## config.mk

```make
export PLATFORM = sky130hd
export DESIGN_NAME = u1plus_core_top
export DESIGN_NICKNAME = d
export VERILOG_FILES = /design/src/design/core_pkg.sv /design/src/design/misc_regs.sv /design/src/design/settings_bus_16le.sv /design/src/design/u1plus_core_top.sv /design/src/design/vita_time_64.sv /design/src/design/wb_intercon.sv
export VERILOG_INCLUDE_DIRS = /design/src /design/src/include
export SDC_FILE = /design/constraint.sdc
export NUM_CORES = 1
export LEC_CHECK = 0
export ABC_AREA = 1
export BUFFER_PORTS_ARGS = -buffer_cell sky130_fd_sc_hd__buf_2
export CORE_UTILIZATION = 40
export DETAILED_ROUTE_END_ITERATION = 8
export HOLD_SLACK_MARGIN = 0.15
export PLACE_DENSITY = 0.58
export SLEW_MARGIN = 10
export SYNTH_ARGS = -nofsm -noshare
export SYNTH_HDL_FRONTEND = slang
export SYNTH_SLANG_ARGS = --single-unit
```

## constraint.sdc

```tcl
create_clock -name wb_clk -period 6.8 [get_ports wb_clk]
set_input_delay 0.34 -clock wb_clk [delete_from_list [all_inputs] [get_ports wb_clk]]
set_output_delay 0.34 -clock wb_clk [all_outputs]
set_load 0.005 [all_outputs]
```

## src/include/core_macros.svh

```systemverilog
/* radio core build constants */

`ifndef CORE_MACROS_SVH
`define CORE_MACROS_SVH

////////////////////
// wishbone geometry

`define U1P_DW              16   // data width
`define U1P_AW              11   // address width
`define U1P_SW              2    // byte selects
`define U1P_SLOT_W          4    // upper address bits that pick a slave

////////////////////
// slave slots

`define U1P_SLOT_MISC       4'd0
`define U1P_SLOT_SETTINGS   4'd5

////////////////////
// misc register offsets, byte addressed

`define U1P_REG_LEDS        7'd0
`define U1P_REG_CGEN_CTRL   7'd4
`define U1P_REG_CGEN_ST     7'd6   // read only
`define U1P_REG_TEST        7'd8

// returned for any offset not decoded
`define U1P_DEFAULT_RD      16'hBEEF

////////////////////
// settings bus map and timing

`define U1P_SR_TIME64       8'd28          // 3 regs used
`define U1P_TICKS_PER_SEC   32'd64000000   // 64 MHz master clock

`endif
```

## src/design/core_pkg.sv

```systemverilog
/* radio core shared types */

`include "core_macros.svh"

package core_pkg;

   // slot and offset view of a bus address
   typedef struct packed
   {
      logic [`U1P_SLOT_W-1:0]          slot;     // picks one of 16 slaves
      logic [`U1P_AW-`U1P_SLOT_W-1:0]  offset;   // byte address inside slave
   } wb_addr_fld_t;

   // same 11 bits, read either as a plain word or split for decode
   typedef union packed
   {
      logic [`U1P_AW-1:0]  raw;
      wb_addr_fld_t        fld;
   } wb_addr_u;

   ////////////////////
   // settings bus

   typedef logic [7:0]  set_addr_t;   // register index
   typedef logic [31:0] set_data_t;   // one full settings word

   ////////////////////
   // vita time
   // seconds in [63:32], ticks in [31:0]

   typedef logic [63:0] vita_time_t;

endpackage

```

## src/design/misc_regs.sv

```systemverilog
/* board control and status registers */

`timescale 1ns/10ps

`include "core_macros.svh"

module misc_regs
  (input  logic                            wb_clk,
   input  logic                            wb_rst,
   input  logic [`U1P_AW-`U1P_SLOT_W-1:0]  adr_i,
   input  logic [`U1P_DW-1:0]              dat_i,
   input  logic                            we_i,
   input  logic                            cyc_i,
   input  logic                            stb_i,
   output logic [`U1P_DW-1:0]              dat_o,
   output logic                            ack_o,
   input  logic [2:0]                      cgen_st_i,       // status, ld, refmon
   output logic                            cgen_sync_b_o,
   output logic                            cgen_ref_sel_o,
   output logic [2:0]                      debug_led_o);

   logic [`U1P_DW-1:0] reg_leds;
   logic [`U1P_DW-1:0] reg_cgen_ctrl;
   logic [`U1P_DW-1:0] reg_test;
   logic               wr;

   assign wr    = cyc_i & stb_i & we_i;
   assign ack_o = cyc_i & stb_i;    // no wait states

   ////////////////////
   // write side

   always_ff @(posedge wb_clk)
   begin
      if (wb_rst)
      begin
         reg_leds      <= '0;
         reg_cgen_ctrl <= 16'd3;   // sync_b high, ref_sel high
         reg_test      <= '0;
      end
      else if (wr)
      begin
         case (adr_i)
            `U1P_REG_LEDS      : reg_leds      <= dat_i;
            `U1P_REG_CGEN_CTRL : reg_cgen_ctrl <= dat_i;
            `U1P_REG_TEST      : reg_test      <= dat_i;
            default            : ;               // status and unknown offsets ignore writes
         endcase
      end
   end

   ////////////////////
   // read side

   always_comb
   begin
      case (adr_i)
         `U1P_REG_LEDS      : dat_o = reg_leds;
         `U1P_REG_CGEN_CTRL : dat_o = reg_cgen_ctrl;
         `U1P_REG_CGEN_ST   : dat_o = {{(`U1P_DW-3){1'b0}}, cgen_st_i};
         `U1P_REG_TEST      : dat_o = reg_test;
         default            : dat_o = `U1P_DEFAULT_RD;
      endcase
   end

   // leds 0 and 1 are swapped on the board
   assign debug_led_o = {reg_leds[2], reg_leds[0], reg_leds[1]};

   assign cgen_sync_b_o  = reg_cgen_ctrl[1];
   assign cgen_ref_sel_o = reg_cgen_ctrl[0];

endmodule

```

## src/design/settings_bus_16le.sv

```systemverilog
/* 16 bit wishbone to settings bus */

`timescale 1ns/10ps

`include "core_macros.svh"

module settings_bus_16le
  (input  logic                            wb_clk,
   input  logic                            wb_rst,
   input  logic [`U1P_AW-`U1P_SLOT_W-1:0]  adr_i,     // [6:2] index, [1] half
   input  logic [`U1P_DW-1:0]              dat_i,
   input  logic                            we_i,
   input  logic                            cyc_i,
   input  logic                            stb_i,
   output logic [`U1P_DW-1:0]              dat_o,
   output logic                            ack_o,
   output logic                            set_stb_o,
   output core_pkg::set_addr_t             set_addr_o,
   output core_pkg::set_data_t             set_data_o);

   logic [`U1P_DW-1:0] low_q;   // low half waiting for its partner
   logic               wr;
   logic               wr_hi;

   assign wr    = cyc_i & stb_i & we_i;
   assign wr_hi = wr & adr_i[1];

   assign ack_o = cyc_i & stb_i;
   assign dat_o = '0;             // write only port

   always_ff @(posedge wb_clk)
   begin
      if (wr && !adr_i[1])
         low_q <= dat_i;
   end

   // high half completes the word, strobe goes out next cycle
   always_ff @(posedge wb_clk)
   begin
      if (wb_rst)
         set_stb_o <= 1'b0;
      else
         set_stb_o <= wr_hi;
   end

   always_ff @(posedge wb_clk)
   begin
      if (wr_hi)
      begin
         set_addr_o <= {3'b000, adr_i[6:2]};
         set_data_o <= {dat_i, low_q};
      end
   end

endmodule

```

## src/design/u1plus_core_top.sv

```systemverilog
/* radio core control plane */

`timescale 1ns/10ps

`include "core_macros.svh"

module u1plus_core_top
  #(parameter int unsigned TICKS_PER_SEC = `U1P_TICKS_PER_SEC)
   (input  logic                     wb_clk,
    input  logic                     wb_rst,
    // host wishbone master
    input  core_pkg::wb_addr_u       wb_adr_i,
    input  logic [`U1P_DW-1:0]       wb_dat_i,
    input  logic [`U1P_SW-1:0]       wb_sel_i,
    input  logic                     wb_we_i,
    input  logic                     wb_cyc_i,
    input  logic                     wb_stb_i,
    output logic [`U1P_DW-1:0]       wb_dat_o,
    output logic                     wb_ack_o,
    // clock generator
    input  logic                     cgen_st_status_i,
    input  logic                     cgen_st_ld_i,
    input  logic                     cgen_st_refmon_i,
    output logic                     cgen_sync_b_o,
    output logic                     cgen_ref_sel_o,
    output logic [2:0]               debug_led_o,
    // timing
    input  logic                     pps_i,
    output logic                     pps_int_o,
    output core_pkg::vita_time_t     vita_time_o);

   import core_pkg::*;

   // shared slave side of the interconnect
   logic [`U1P_AW-`U1P_SLOT_W-1:0] s_adr;
   logic [`U1P_DW-1:0]              s_dat;
   logic                            s_we;

   logic [`U1P_DW-1:0]              misc_dat;
   logic                            misc_cyc;
   logic                            misc_stb;
   logic                            misc_ack;

   logic [`U1P_DW-1:0]              sb_dat;    // settings slave, wishbone side
   logic                            sb_cyc;
   logic                            sb_stb;
   logic                            sb_ack;

   // settings bus
   logic                            set_stb;
   set_addr_t                       set_addr;
   set_data_t                       set_data;

   ////////////////////
   // interconnect

   wb_intercon i_wb_intercon
     (.wb_clk(wb_clk), .wb_rst(wb_rst),
      .m_adr_i(wb_adr_i), .m_dat_i(wb_dat_i), .m_sel_i(wb_sel_i), .m_we_i(wb_we_i),
      .m_cyc_i(wb_cyc_i), .m_stb_i(wb_stb_i), .m_dat_o(wb_dat_o), .m_ack_o(wb_ack_o),
      .s_adr_o(s_adr), .s_dat_o(s_dat), .s_we_o(s_we),
      .misc_cyc_o(misc_cyc), .misc_stb_o(misc_stb), .misc_dat_i(misc_dat),
      .misc_ack_i(misc_ack),
      .set_cyc_o(sb_cyc), .set_stb_o(sb_stb), .set_dat_i(sb_dat), .set_ack_i(sb_ack));

   ////////////////////
   // slave 0, board control

   misc_regs i_misc_regs
     (.wb_clk(wb_clk), .wb_rst(wb_rst),
      .adr_i(s_adr), .dat_i(s_dat), .we_i(s_we), .cyc_i(misc_cyc), .stb_i(misc_stb),
      .dat_o(misc_dat), .ack_o(misc_ack),
      .cgen_st_i({cgen_st_status_i, cgen_st_ld_i, cgen_st_refmon_i}),
      .cgen_sync_b_o(cgen_sync_b_o), .cgen_ref_sel_o(cgen_ref_sel_o),
      .debug_led_o(debug_led_o));

   ////////////////////
   // slave 5, settings bus

   settings_bus_16le i_settings_bus_16le
     (.wb_clk(wb_clk), .wb_rst(wb_rst),
      .adr_i(s_adr), .dat_i(s_dat), .we_i(s_we), .cyc_i(sb_cyc), .stb_i(sb_stb),
      .dat_o(sb_dat), .ack_o(sb_ack),
      .set_stb_o(set_stb), .set_addr_o(set_addr), .set_data_o(set_data));

   ////////////////////
   // vita timekeeper

   vita_time_64 #(.TICKS_PER_SEC(TICKS_PER_SEC), .BASE(`U1P_SR_TIME64)) i_vita_time_64
     (.wb_clk(wb_clk), .wb_rst(wb_rst),
      .set_stb_i(set_stb), .set_addr_i(set_addr), .set_data_i(set_data),
      .pps_i(pps_i), .pps_int_o(pps_int_o), .vita_time_o(vita_time_o));

endmodule

```

## src/design/vita_time_64.sv

```systemverilog
/* 64 bit vita timekeeper */

`timescale 1ns/10ps

`include "core_macros.svh"

module vita_time_64
  #(parameter int unsigned         TICKS_PER_SEC = `U1P_TICKS_PER_SEC,
    parameter core_pkg::set_addr_t BASE          = `U1P_SR_TIME64)
   (input  logic                 wb_clk,
    input  logic                 wb_rst,
    input  logic                 set_stb_i,
    input  core_pkg::set_addr_t  set_addr_i,
    input  core_pkg::set_data_t  set_data_i,
    input  logic                 pps_i,
    output logic                 pps_int_o,     // one cycle per pps rise
    output core_pkg::vita_time_t vita_time_o);

   import core_pkg::*;

   localparam set_addr_t   ADDR_SECS  = BASE;
   localparam set_addr_t   ADDR_TICKS = BASE + 8'd1;
   localparam set_addr_t   ADDR_CTRL  = BASE + 8'd2;
   localparam logic [31:0] TICK_LAST  = TICKS_PER_SEC - 1;

   logic        pps_s1;
   logic        pps_s2;
   logic        pps_s2_d;
   logic [31:0] pend_secs;
   logic [31:0] pend_ticks;
   logic [31:0] secs;
   logic [31:0] ticks;
   logic        armed;       // load waits for next pps
   logic        ctrl_wr;
   logic        load_now;
   logic        load_pps;

   ////////////////////
   // pps sync and edge detect

   always_ff @(posedge wb_clk)
   begin
      if (wb_rst)
      begin
         pps_s1    <= 1'b0;
         pps_s2    <= 1'b0;
         pps_s2_d  <= 1'b0;
         pps_int_o <= 1'b0;
      end
      else
      begin
         pps_s1    <= pps_i;
         pps_s2    <= pps_s1;
         pps_s2_d  <= pps_s2;
         pps_int_o <= pps_s2 & ~pps_s2_d;
      end
   end

   ////////////////////
   // settings decode

   assign ctrl_wr  = set_stb_i && (set_addr_i == ADDR_CTRL);
   assign load_now = ctrl_wr && set_data_i[0];
   assign load_pps = pps_int_o && armed;

   always_ff @(posedge wb_clk)
   begin
      if (set_stb_i && (set_addr_i == ADDR_SECS))
         pend_secs <= set_data_i;
      if (set_stb_i && (set_addr_i == ADDR_TICKS))
         pend_ticks <= set_data_i;
   end

   always_ff @(posedge wb_clk)
   begin
      if (wb_rst)
         armed <= 1'b0;
      else if (ctrl_wr && !set_data_i[0])
         armed <= 1'b1;
      else if (load_pps)
         armed <= 1'b0;   // one shot
   end

   ////////////////////
   // counter

   always_ff @(posedge wb_clk)
   begin
      if (wb_rst)
      begin
         secs  <= '0;
         ticks <= '0;
      end
      else if (load_now || load_pps)
      begin
         secs  <= pend_secs;
         ticks <= pend_ticks;
      end
      else if (ticks == TICK_LAST)
      begin
         ticks <= '0;
         secs  <= secs + 32'd1;
      end
      else
         ticks <= ticks + 32'd1;
   end

   assign vita_time_o = {secs, ticks};

endmodule

```

## src/design/wb_intercon.sv

```systemverilog
/* single master wishbone decoder */

`timescale 1ns/10ps

`include "core_macros.svh"

module wb_intercon
  (input  logic                            wb_clk,
   input  logic                            wb_rst,
   // master side
   input  core_pkg::wb_addr_u              m_adr_i,
   input  logic [`U1P_DW-1:0]              m_dat_i,
   input  logic [`U1P_SW-1:0]              m_sel_i,
   input  logic                            m_we_i,
   input  logic                            m_cyc_i,
   input  logic                            m_stb_i,
   output logic [`U1P_DW-1:0]              m_dat_o,
   output logic                            m_ack_o,
   // shared to all slaves
   output logic [`U1P_AW-`U1P_SLOT_W-1:0]  s_adr_o,
   output logic [`U1P_DW-1:0]              s_dat_o,
   output logic                            s_we_o,
   // slot 0
   output logic                            misc_cyc_o,
   output logic                            misc_stb_o,
   input  logic [`U1P_DW-1:0]              misc_dat_i,
   input  logic                            misc_ack_i,
   // slot 5
   output logic                            set_cyc_o,
   output logic                            set_stb_o,
   input  logic [`U1P_DW-1:0]              set_dat_i,
   input  logic                            set_ack_i);

   import core_pkg::*;

   wb_addr_u adr_q;      // address held over a stalled strobe
   wb_addr_u adr_cur;
   logic     lock_q;
   logic     lanes;      // at least one byte lane enabled
   logic     misc_hit;
   logic     set_hit;

   // a strobe nobody acks keeps its target even if the master moves the address
   always_ff @(posedge wb_clk)
   begin
      if (wb_rst)
         lock_q <= 1'b0;
      else
         lock_q <= m_cyc_i & m_stb_i & ~m_ack_o;
   end

   always_ff @(posedge wb_clk)
      adr_q <= adr_cur;

   assign adr_cur = lock_q ? adr_q : m_adr_i;

   ////////////////////
   // decode

   assign lanes    = |m_sel_i;
   assign misc_hit = (adr_cur.fld.slot == `U1P_SLOT_MISC);
   assign set_hit  = (adr_cur.fld.slot == `U1P_SLOT_SETTINGS);

   assign s_adr_o = adr_cur.fld.offset;
   assign s_dat_o = m_dat_i;
   assign s_we_o  = m_we_i;

   assign misc_cyc_o = m_cyc_i & misc_hit;
   assign misc_stb_o = m_stb_i & lanes & misc_hit;
   assign set_cyc_o  = m_cyc_i & set_hit;
   assign set_stb_o  = m_stb_i & lanes & set_hit;

   // read data and ack back to the master, empty slots stay silent
   always_comb
   begin
      case (adr_cur.fld.slot)
         `U1P_SLOT_MISC :
         begin
            m_dat_o = misc_dat_i;
            m_ack_o = misc_ack_i;
         end
         `U1P_SLOT_SETTINGS :
         begin
            m_dat_o = set_dat_i;
            m_ack_o = set_ack_i;
         end
         default :
         begin
            m_dat_o = '0;
            m_ack_o = 1'b0;
         end
      endcase
   end

endmodule

```

==> metrics, run 1 <==
status=finished clean; placed cell area=11950 µm²; f_max=between 200 and 250 MHz; Pre-Repair DR Iteration Count=5; worst vdd ir=~0.2 mV; reg2reg end=i_misc_regs.reg_leds[15]; crit path kind=flip-flop to output pin; synth top area cells=edfxtp_1, dfxtp_1, nand2_1, nor2_1, nand3_1; area grow syn2layout=18.48%; clk slew on worst S/H paths=70 ps; nets=roughly 1500; drt initial violations=between 700 and 800; Placer Congestion=between 0.9 and 1; CP Launch Type=flip-flop; Relative slew margins=between 30% and 40%; vias in the first global route=a little under 9000; Final Cell Area=roughly 13000 µm²; area of the core=roughly 27000 µm²; Hold EP=i_settings_bus_16le.set_stb_o; routed vias/inst=between 4 and 5; setup TNS=0 ps; Cell Pwr Density=around 240 nW/µm²; clock period minus worst slack=between 4000 and 5000 ps; sequential element share of the synthesized area=a little under three fifths; Antenna Cells=0; pin count of the biggest net entering global routing=69; total global-route track usage=20.94%; Setup violations, final=0; final cycle utilization of the critical path=~60%; R2R cell count=8; largest area contributor in the netlist=edfxtp_1; CP Data Arrival Time=~3700 ps; starting density of the core=between 40 and 50%; post-synthesis cell count=1364; Via Count=9401; clock sinks=247; RR Startpoint=i_wb_intercon.lock_q; max_cap viols=0; clock latency on the worst-skew pair=approximately 550 ps; Req. time, crit path=~6500 ps; grt total ovfl=0; HP Start=wb_we_i; Die Y=approximately 170 µm; mapped cell area=11100 µm²; Die X-Extent=roughly 170 µm; post-CTS setup repair buffer count=0; I/O pin count=around 130; CTS Hold Bufs=30; Die ar.=~28000 µm²; ys async rst share=0%; initial antenna violation count=0; Post-DRT Antenna Nets=0; Yosys reg bits=around 250; post-CTS sizing=0; RSZ-0062 raised after global routing=false; Ys Warns=0; routed wire length per instance=between 15 and 20 µm; worst clock skew=approximately 16 ps; global-route wire length before repair=about 47000 µm; Pleak=5.303 nW; wirelength, routed=29870 µm; post-synth cell types=35; DP HPWL=approximately 21000 µm; Worst R2R Setup Slack=about 3600 ps; Post-synth EDFFs=117; row cnt=60; Clock Tree Buf Depth=3; CP Capture Type=output pin; H-tree Lvls=1; top-area cell type share of the netlist area=31.66%; Hold Fails Final Rpt=0; Post-Syn Nets=1404; CTS tree=built; measured slew at the worst slew-check pin=992.2 ps; DRC violations left=0; Worst Hold Depth=3; IO buf count=124; root buf cell=clkbuf_16; Final Max Slew Viols=0; total CTS buffers=26; Synth Flop Type=dfxtp_1; CP Max Fanout=46; Hold Path Class=input port to flip-flop; Mean Syn Cell Area=between 8 and 9 µm²; layout cell share with drive strength beyond 1=13.78%
worst max-delay path by stage:
stage                                       from                            to  slack [ps]
6_report                    i_wb_intercon.lock_q                   wb_dat_o[6]        2790
5_1_grt                     i_wb_intercon.lock_q                   wb_dat_o[6]        2400
4_1_cts                     i_wb_intercon.lock_q                   wb_dat_o[6]        2780
3_5_place_dp                i_wb_intercon.lock_q                   wb_dat_o[6]        3360
3_3_place_gp                i_wb_intercon.lock_q                   wb_dat_o[7]        3500
2_1_floorplan  i_settings_bus_16le.set_addr_o[1]  i_vita_time_64.pend_ticks[0]        3450
metal layers:
| metal | routed length [µm] | global-route usage, % | vias to the layer above |
|---|---|---|---|
| li1 | - | - | 4732 |
| met1 | 13750 | 29.11 | 4330 |
| met2 | 13820 | 34.51 | 297 |
| met3 | 1760 | 3.086 | 42 |
| met4 | 533 | 4.704 | 0 |
| met5 | 0 | 0 | - |
worst max-delay path, cell delays in order (launching register included):
cell and delay, ps:
dfxtp_1 740, inv_2 160, nand2_1 100, nand2_1 110, nor2_4 790, nand2_2 500, nand3_2 270, inv_2 110
nor2_1 120, nor2_1 50, buf_2 140
logic make-up after synthesis:
kind of cell,after synthesis,share of synthesized area (%)
AND/OR/NAND/NOR,802,30.37
flip-flops,247,55.12
buffers and inverters,154,6.157
AO/OA/AOI/OAI,140,6.630
XOR/XNOR,19,1.500
adder cells (fa/ha/maj),2,0.2255
state kept, by name (all words and copies together), names as in the netlist:
signal / cells
i_settings_bus_16le.set_data_o: 32
i_vita_time_64.pend_secs: 32
i_vita_time_64.pend_ticks: 32
i_vita_time_64.secs: 32
i_vita_time_64.ticks: 32
i_misc_regs.reg_cgen_ctrl: 16
i_misc_regs.reg_leds: 16
i_misc_regs.reg_test: 16
i_settings_bus_16le.low_q: 16
i_wb_intercon.adr_q: 11
i_settings_bus_16le.set_addr_o: 5
i_settings_bus_16le.set_stb_o: 1
i_vita_time_64.armed: 1
i_vita_time_64.pps_int_o: 1
i_vita_time_64.pps_s1: 1
i_vita_time_64.pps_s2: 1
i_vita_time_64.pps_s2_d: 1
i_wb_intercon.lock_q: 1
synthesized netlist by cell type (all sizes together), types with 2 or more instances:
master  instances
nor3           41
o21bai          4
buf            28
nand3         136
ha              2
xor2           10
inv            99
edfxtp        117
a21oi          53
xnor2           9
o21ai          79
nand3b          2
dfxtp         130
a21o            2
nand2         366
nor2          245
or2             2
nand4           8
clkbuf         27
a21boi          2
cell type report:
class	instances	area, µm²
clock buffer	30	675.6
fill	2670	13950
tap	372	465.4
clock inverter	17	221.5
multi-input combinational	963	4320
inverter	99	374.1
sequential	247	6116
timing repair buffer	161	973.4
layout by cell type, fill, tap and decap left out, types with 4 or more instances in the layout:
master,count
o21bai_1,4
o21ai_2,4
xor2_1,10
inv_2,4
nand2_2,6
dlygate4sd3_1,30
edfxtp_1,117
nand4_1,8
o21ai_1,30
buf_4,7
clkbuf_16,26
a21oi_1,52
inv_1,94
dfxtp_1,130
clkinvlp_4,7
nor2_1,234
xnor2_1,9
nor3_1,40
nand2_1,360
nor2_4,6
nor2_2,4
nand3_1,133
buf_2,124
o21ai_0,45
clkinv_4,4
through the flow:
step | total power, mW | hold WS, ps | setup slack (ps) | util [%] | instances
2_1_floorplan | 1.636 | 374.4 | 3451 | - | 1364
6_report | 3.120 | 187.3 | 2795 | 48.51 | 1889
5_1_grt | 3.219 | 192.3 | 2400 | 48.51 | 1889
3_5_place_dp | 1.670 | 385.2 | 3358 | 44.09 | 1812
3_3_place_gp | 1.669 | 378.7 | 3503 | 44.09 | 1812
4_1_cts | 3.150 | 174.2 | 2780 | 48.51 | 1889
power breakdown:
part | internal (mW) | total [mW] | leakage (nW) | switching (mW)
logic | 0.0340 | 0.0901 | 2.79 | 0.0562
clock network | 0.842 | 1.47 | 0.411 | 0.627
registers | 1.56 | 1.56 | 2.10 | 0.00488
total | 2.43 | 3.12 | 5.30 | 0.688
(Power assumes the default switching activity.)
==> inputs of run 2 (changes only) <==
- PLACE_DENSITY: 0.58 -> 0.6
- clock period: 6.8 -> 3.3 ns (I/O delays scaled with it)
==> run 2 against run 1 <==
Count of clock-buffer cells in the layout up 5. Clock skew is 1.5 ps higher. Cell area up 1.1%. Final cell count is 0.74% higher. Utilization up 0.54 points. Critical path type unchanged. Largest cell class unchanged.
==> metrics, run 2 (synthesis gave the netlist of run 1 again) <==
status=finished clean; storage element area=6117 µm² (about the same); starting density of the core=40.94% (unchanged); CP Data Arrival Time=2760 ps (-910 ps); routed vias/inst=4.943 (-0.68%); Die Y=168.6 µm (unchanged); CP Launch Type=flip-flop; Clock Tree Buf Depth=3 (unchanged); worst vdd ir=0.2876 mV (+43%); initial antenna violation count=1 (+1); area of the core=27100 µm² (unchanged); placed cell area=12020 µm² (+0.62%); Die X-Extent=168.6 µm (unchanged); area of the multi-input gates=4327 µm² (+0.14%); Relative slew margins=40.28% (+6.6 points); row cnt=60 (unchanged); global-route wire length before repair=47520 µm (+0.54%); crit path kind=flip-flop to output pin; I/O pin count=125 (unchanged); Worst Hold Depth=3 (unchanged); layout cell share with drive strength beyond 1=14.38% (+0.60 points); root buf cell=clkbuf_16; Via Count=9406 (+0.053%); commonest non-fill, non-tap cell in the layout=nand2_1; total CTS buffers=27 (+3.8%); grt total ovfl=0 (unchanged); CP Capture Type=output pin; Die ar.=28410 µm² (unchanged); f_max=around 340 MHz; clk slew on worst S/H paths=60 ps (about the same); Final Max Slew Viols=0 (unchanged); Req. time, crit path=3130 ps (-3330 ps); clock period minus worst slack=2925 ps; Final Cell Area=13290 µm² (+1.1%); area grow syn2layout=19.81%; setup TNS=0 ps (unchanged); clock sinks=247 (unchanged); max_cap viols=0 (unchanged); final cycle utilization of the critical path=88.64%; most frequent cells in the layout=nand2_1, nor2_1, nand3_1, dfxtp_1, buf_2; nets=1549 (+0.72%); worst clock skew=17.43 ps (+1.469 ps); R2R cell count=9 (+1); Setup violations, final=0 (unchanged); clock latency on the worst-skew pair=540 ps (about the same); Pre-Repair DR Iteration Count=5 (unchanged); Worst R2R Setup Slack=760 ps (-2820 ps); post-CTS setup repair buffer count=0 (unchanged); measured slew at the worst slew-check pin=892.5 ps (-99.73 ps); DRC violations left=0 (unchanged); CP Max Fanout=20 (-57%); drt initial violations=904 (+14%); # fillers=2614 (-2.1%); Post-DRT Antenna Nets=0 (unchanged); CTS tree=built; wirelength, routed=29860 µm (about the same); DP HPWL=21400 µm (+3.0%); routed wire length per instance=15.69 µm (-0.76%); RSZ-0062 raised after global routing=false; pin count of the biggest net entering global routing=55 (-20%); Hold Path Class=input port to flip-flop; Hold Fails Final Rpt=0 (unchanged); Placer Congestion=0.9107 (+0.53%); total global-route track usage=21.21% (+0.27 points); Pleak=5.418 nW (+2.2%); vias in the first global route=8771 (+1.3%); H-tree Lvls=1 (unchanged); Cell Pwr Density=498.1 nW/µm² (+110%); IO buf count=124 (unchanged)
==> run 2: cell count changes in the layout (fill, tap and decap cells not counted), moves of 2 or more <==
cell        previous run  this run
buf_4                  7        16
bufinv_16              3         5
clkinvlp_4             7         2
clkinv_4               4         1
clkbuf_8               1         4
clkinv_2               1         5
==> run 2: critical path, stage by stage (launching register included) <==
cell and delay (ps):
dfxtp_2 540, inv_2 120, nand2_1 80, nand2_1 110, inv_2 80, nand2_1 50, nor2_2 110, buf_4 200
nand2_2 280, nand3_2 230, inv_2 110, nor2_1 120, nor2_1 50, buf_2 140
==> run 2: layout make-up <==
cell class	instances	share of cell area, %
inverters	99	2.814
diodes	1	0.01882
repair buffers	171	7.906
well taps	372	3.501
clock inverters	15	1.591
flip-flops and latches	247	46.01
clock buffers	35	5.609
multi-input cells	963	32.55
==> run 2: through the flow <==
stage / hold WS, ps / worst slack [ps] / utilization (%) / instances / total power [mW]
6_report: 266.1 / 374.8 / 49.05 / 1903 / 6.622
5_1_grt: 292.6 / 105.8 / 49.04 / 1902 / 6.810
4_1_cts: 255.2 / 96.03 / 49.04 / 1902 / 6.674
3_5_place_dp: 374.7 / 677.9 / 44.36 / 1821 / 3.447
3_3_place_gp: 364.7 / 774.4 / 44.36 / 1821 / 3.445
2_1_floorplan: 263.9 / 123.7 / - / 1364 / 3.371
==> run 2: metal layers <==
layer	up-vias	wire, µm	track usage (%)
met5	-	0	0
met4	0	450	4.901
met3	39	1826	3.227
met2	316	14070	35.61
met1	4315	13510	28.84
li1	4736	-	-
==> run 2: path summary, 6_finish.rpt <==
check / end / startpoint
min reg2reg: i_vita_time_64.pps_int_o / i_vita_time_64.pps_s2_d
min: i_vita_time_64.pps_s1 / wb_rst
max: wb_dat_o[9] / i_wb_intercon.lock_q
max reg2reg: i_vita_time_64.ticks[7] / i_vita_time_64.ticks[0]
==> run 2: what timing repair did <==
| action | in CTS | in global routing |
|---|---|---|
| setup endpoints to repair | 0 | 13 |
| hold endpoints to repair | 99 | 0 |
| resized for setup | 0 | 1 |
| hold buffers | 31 | 0 |
==> run 2: report_power, final <==
group          switching, mW  internal (mW)
Combinational          0.119         0.0741
Sequential           0.00974           3.21
Clock                   1.23           1.99
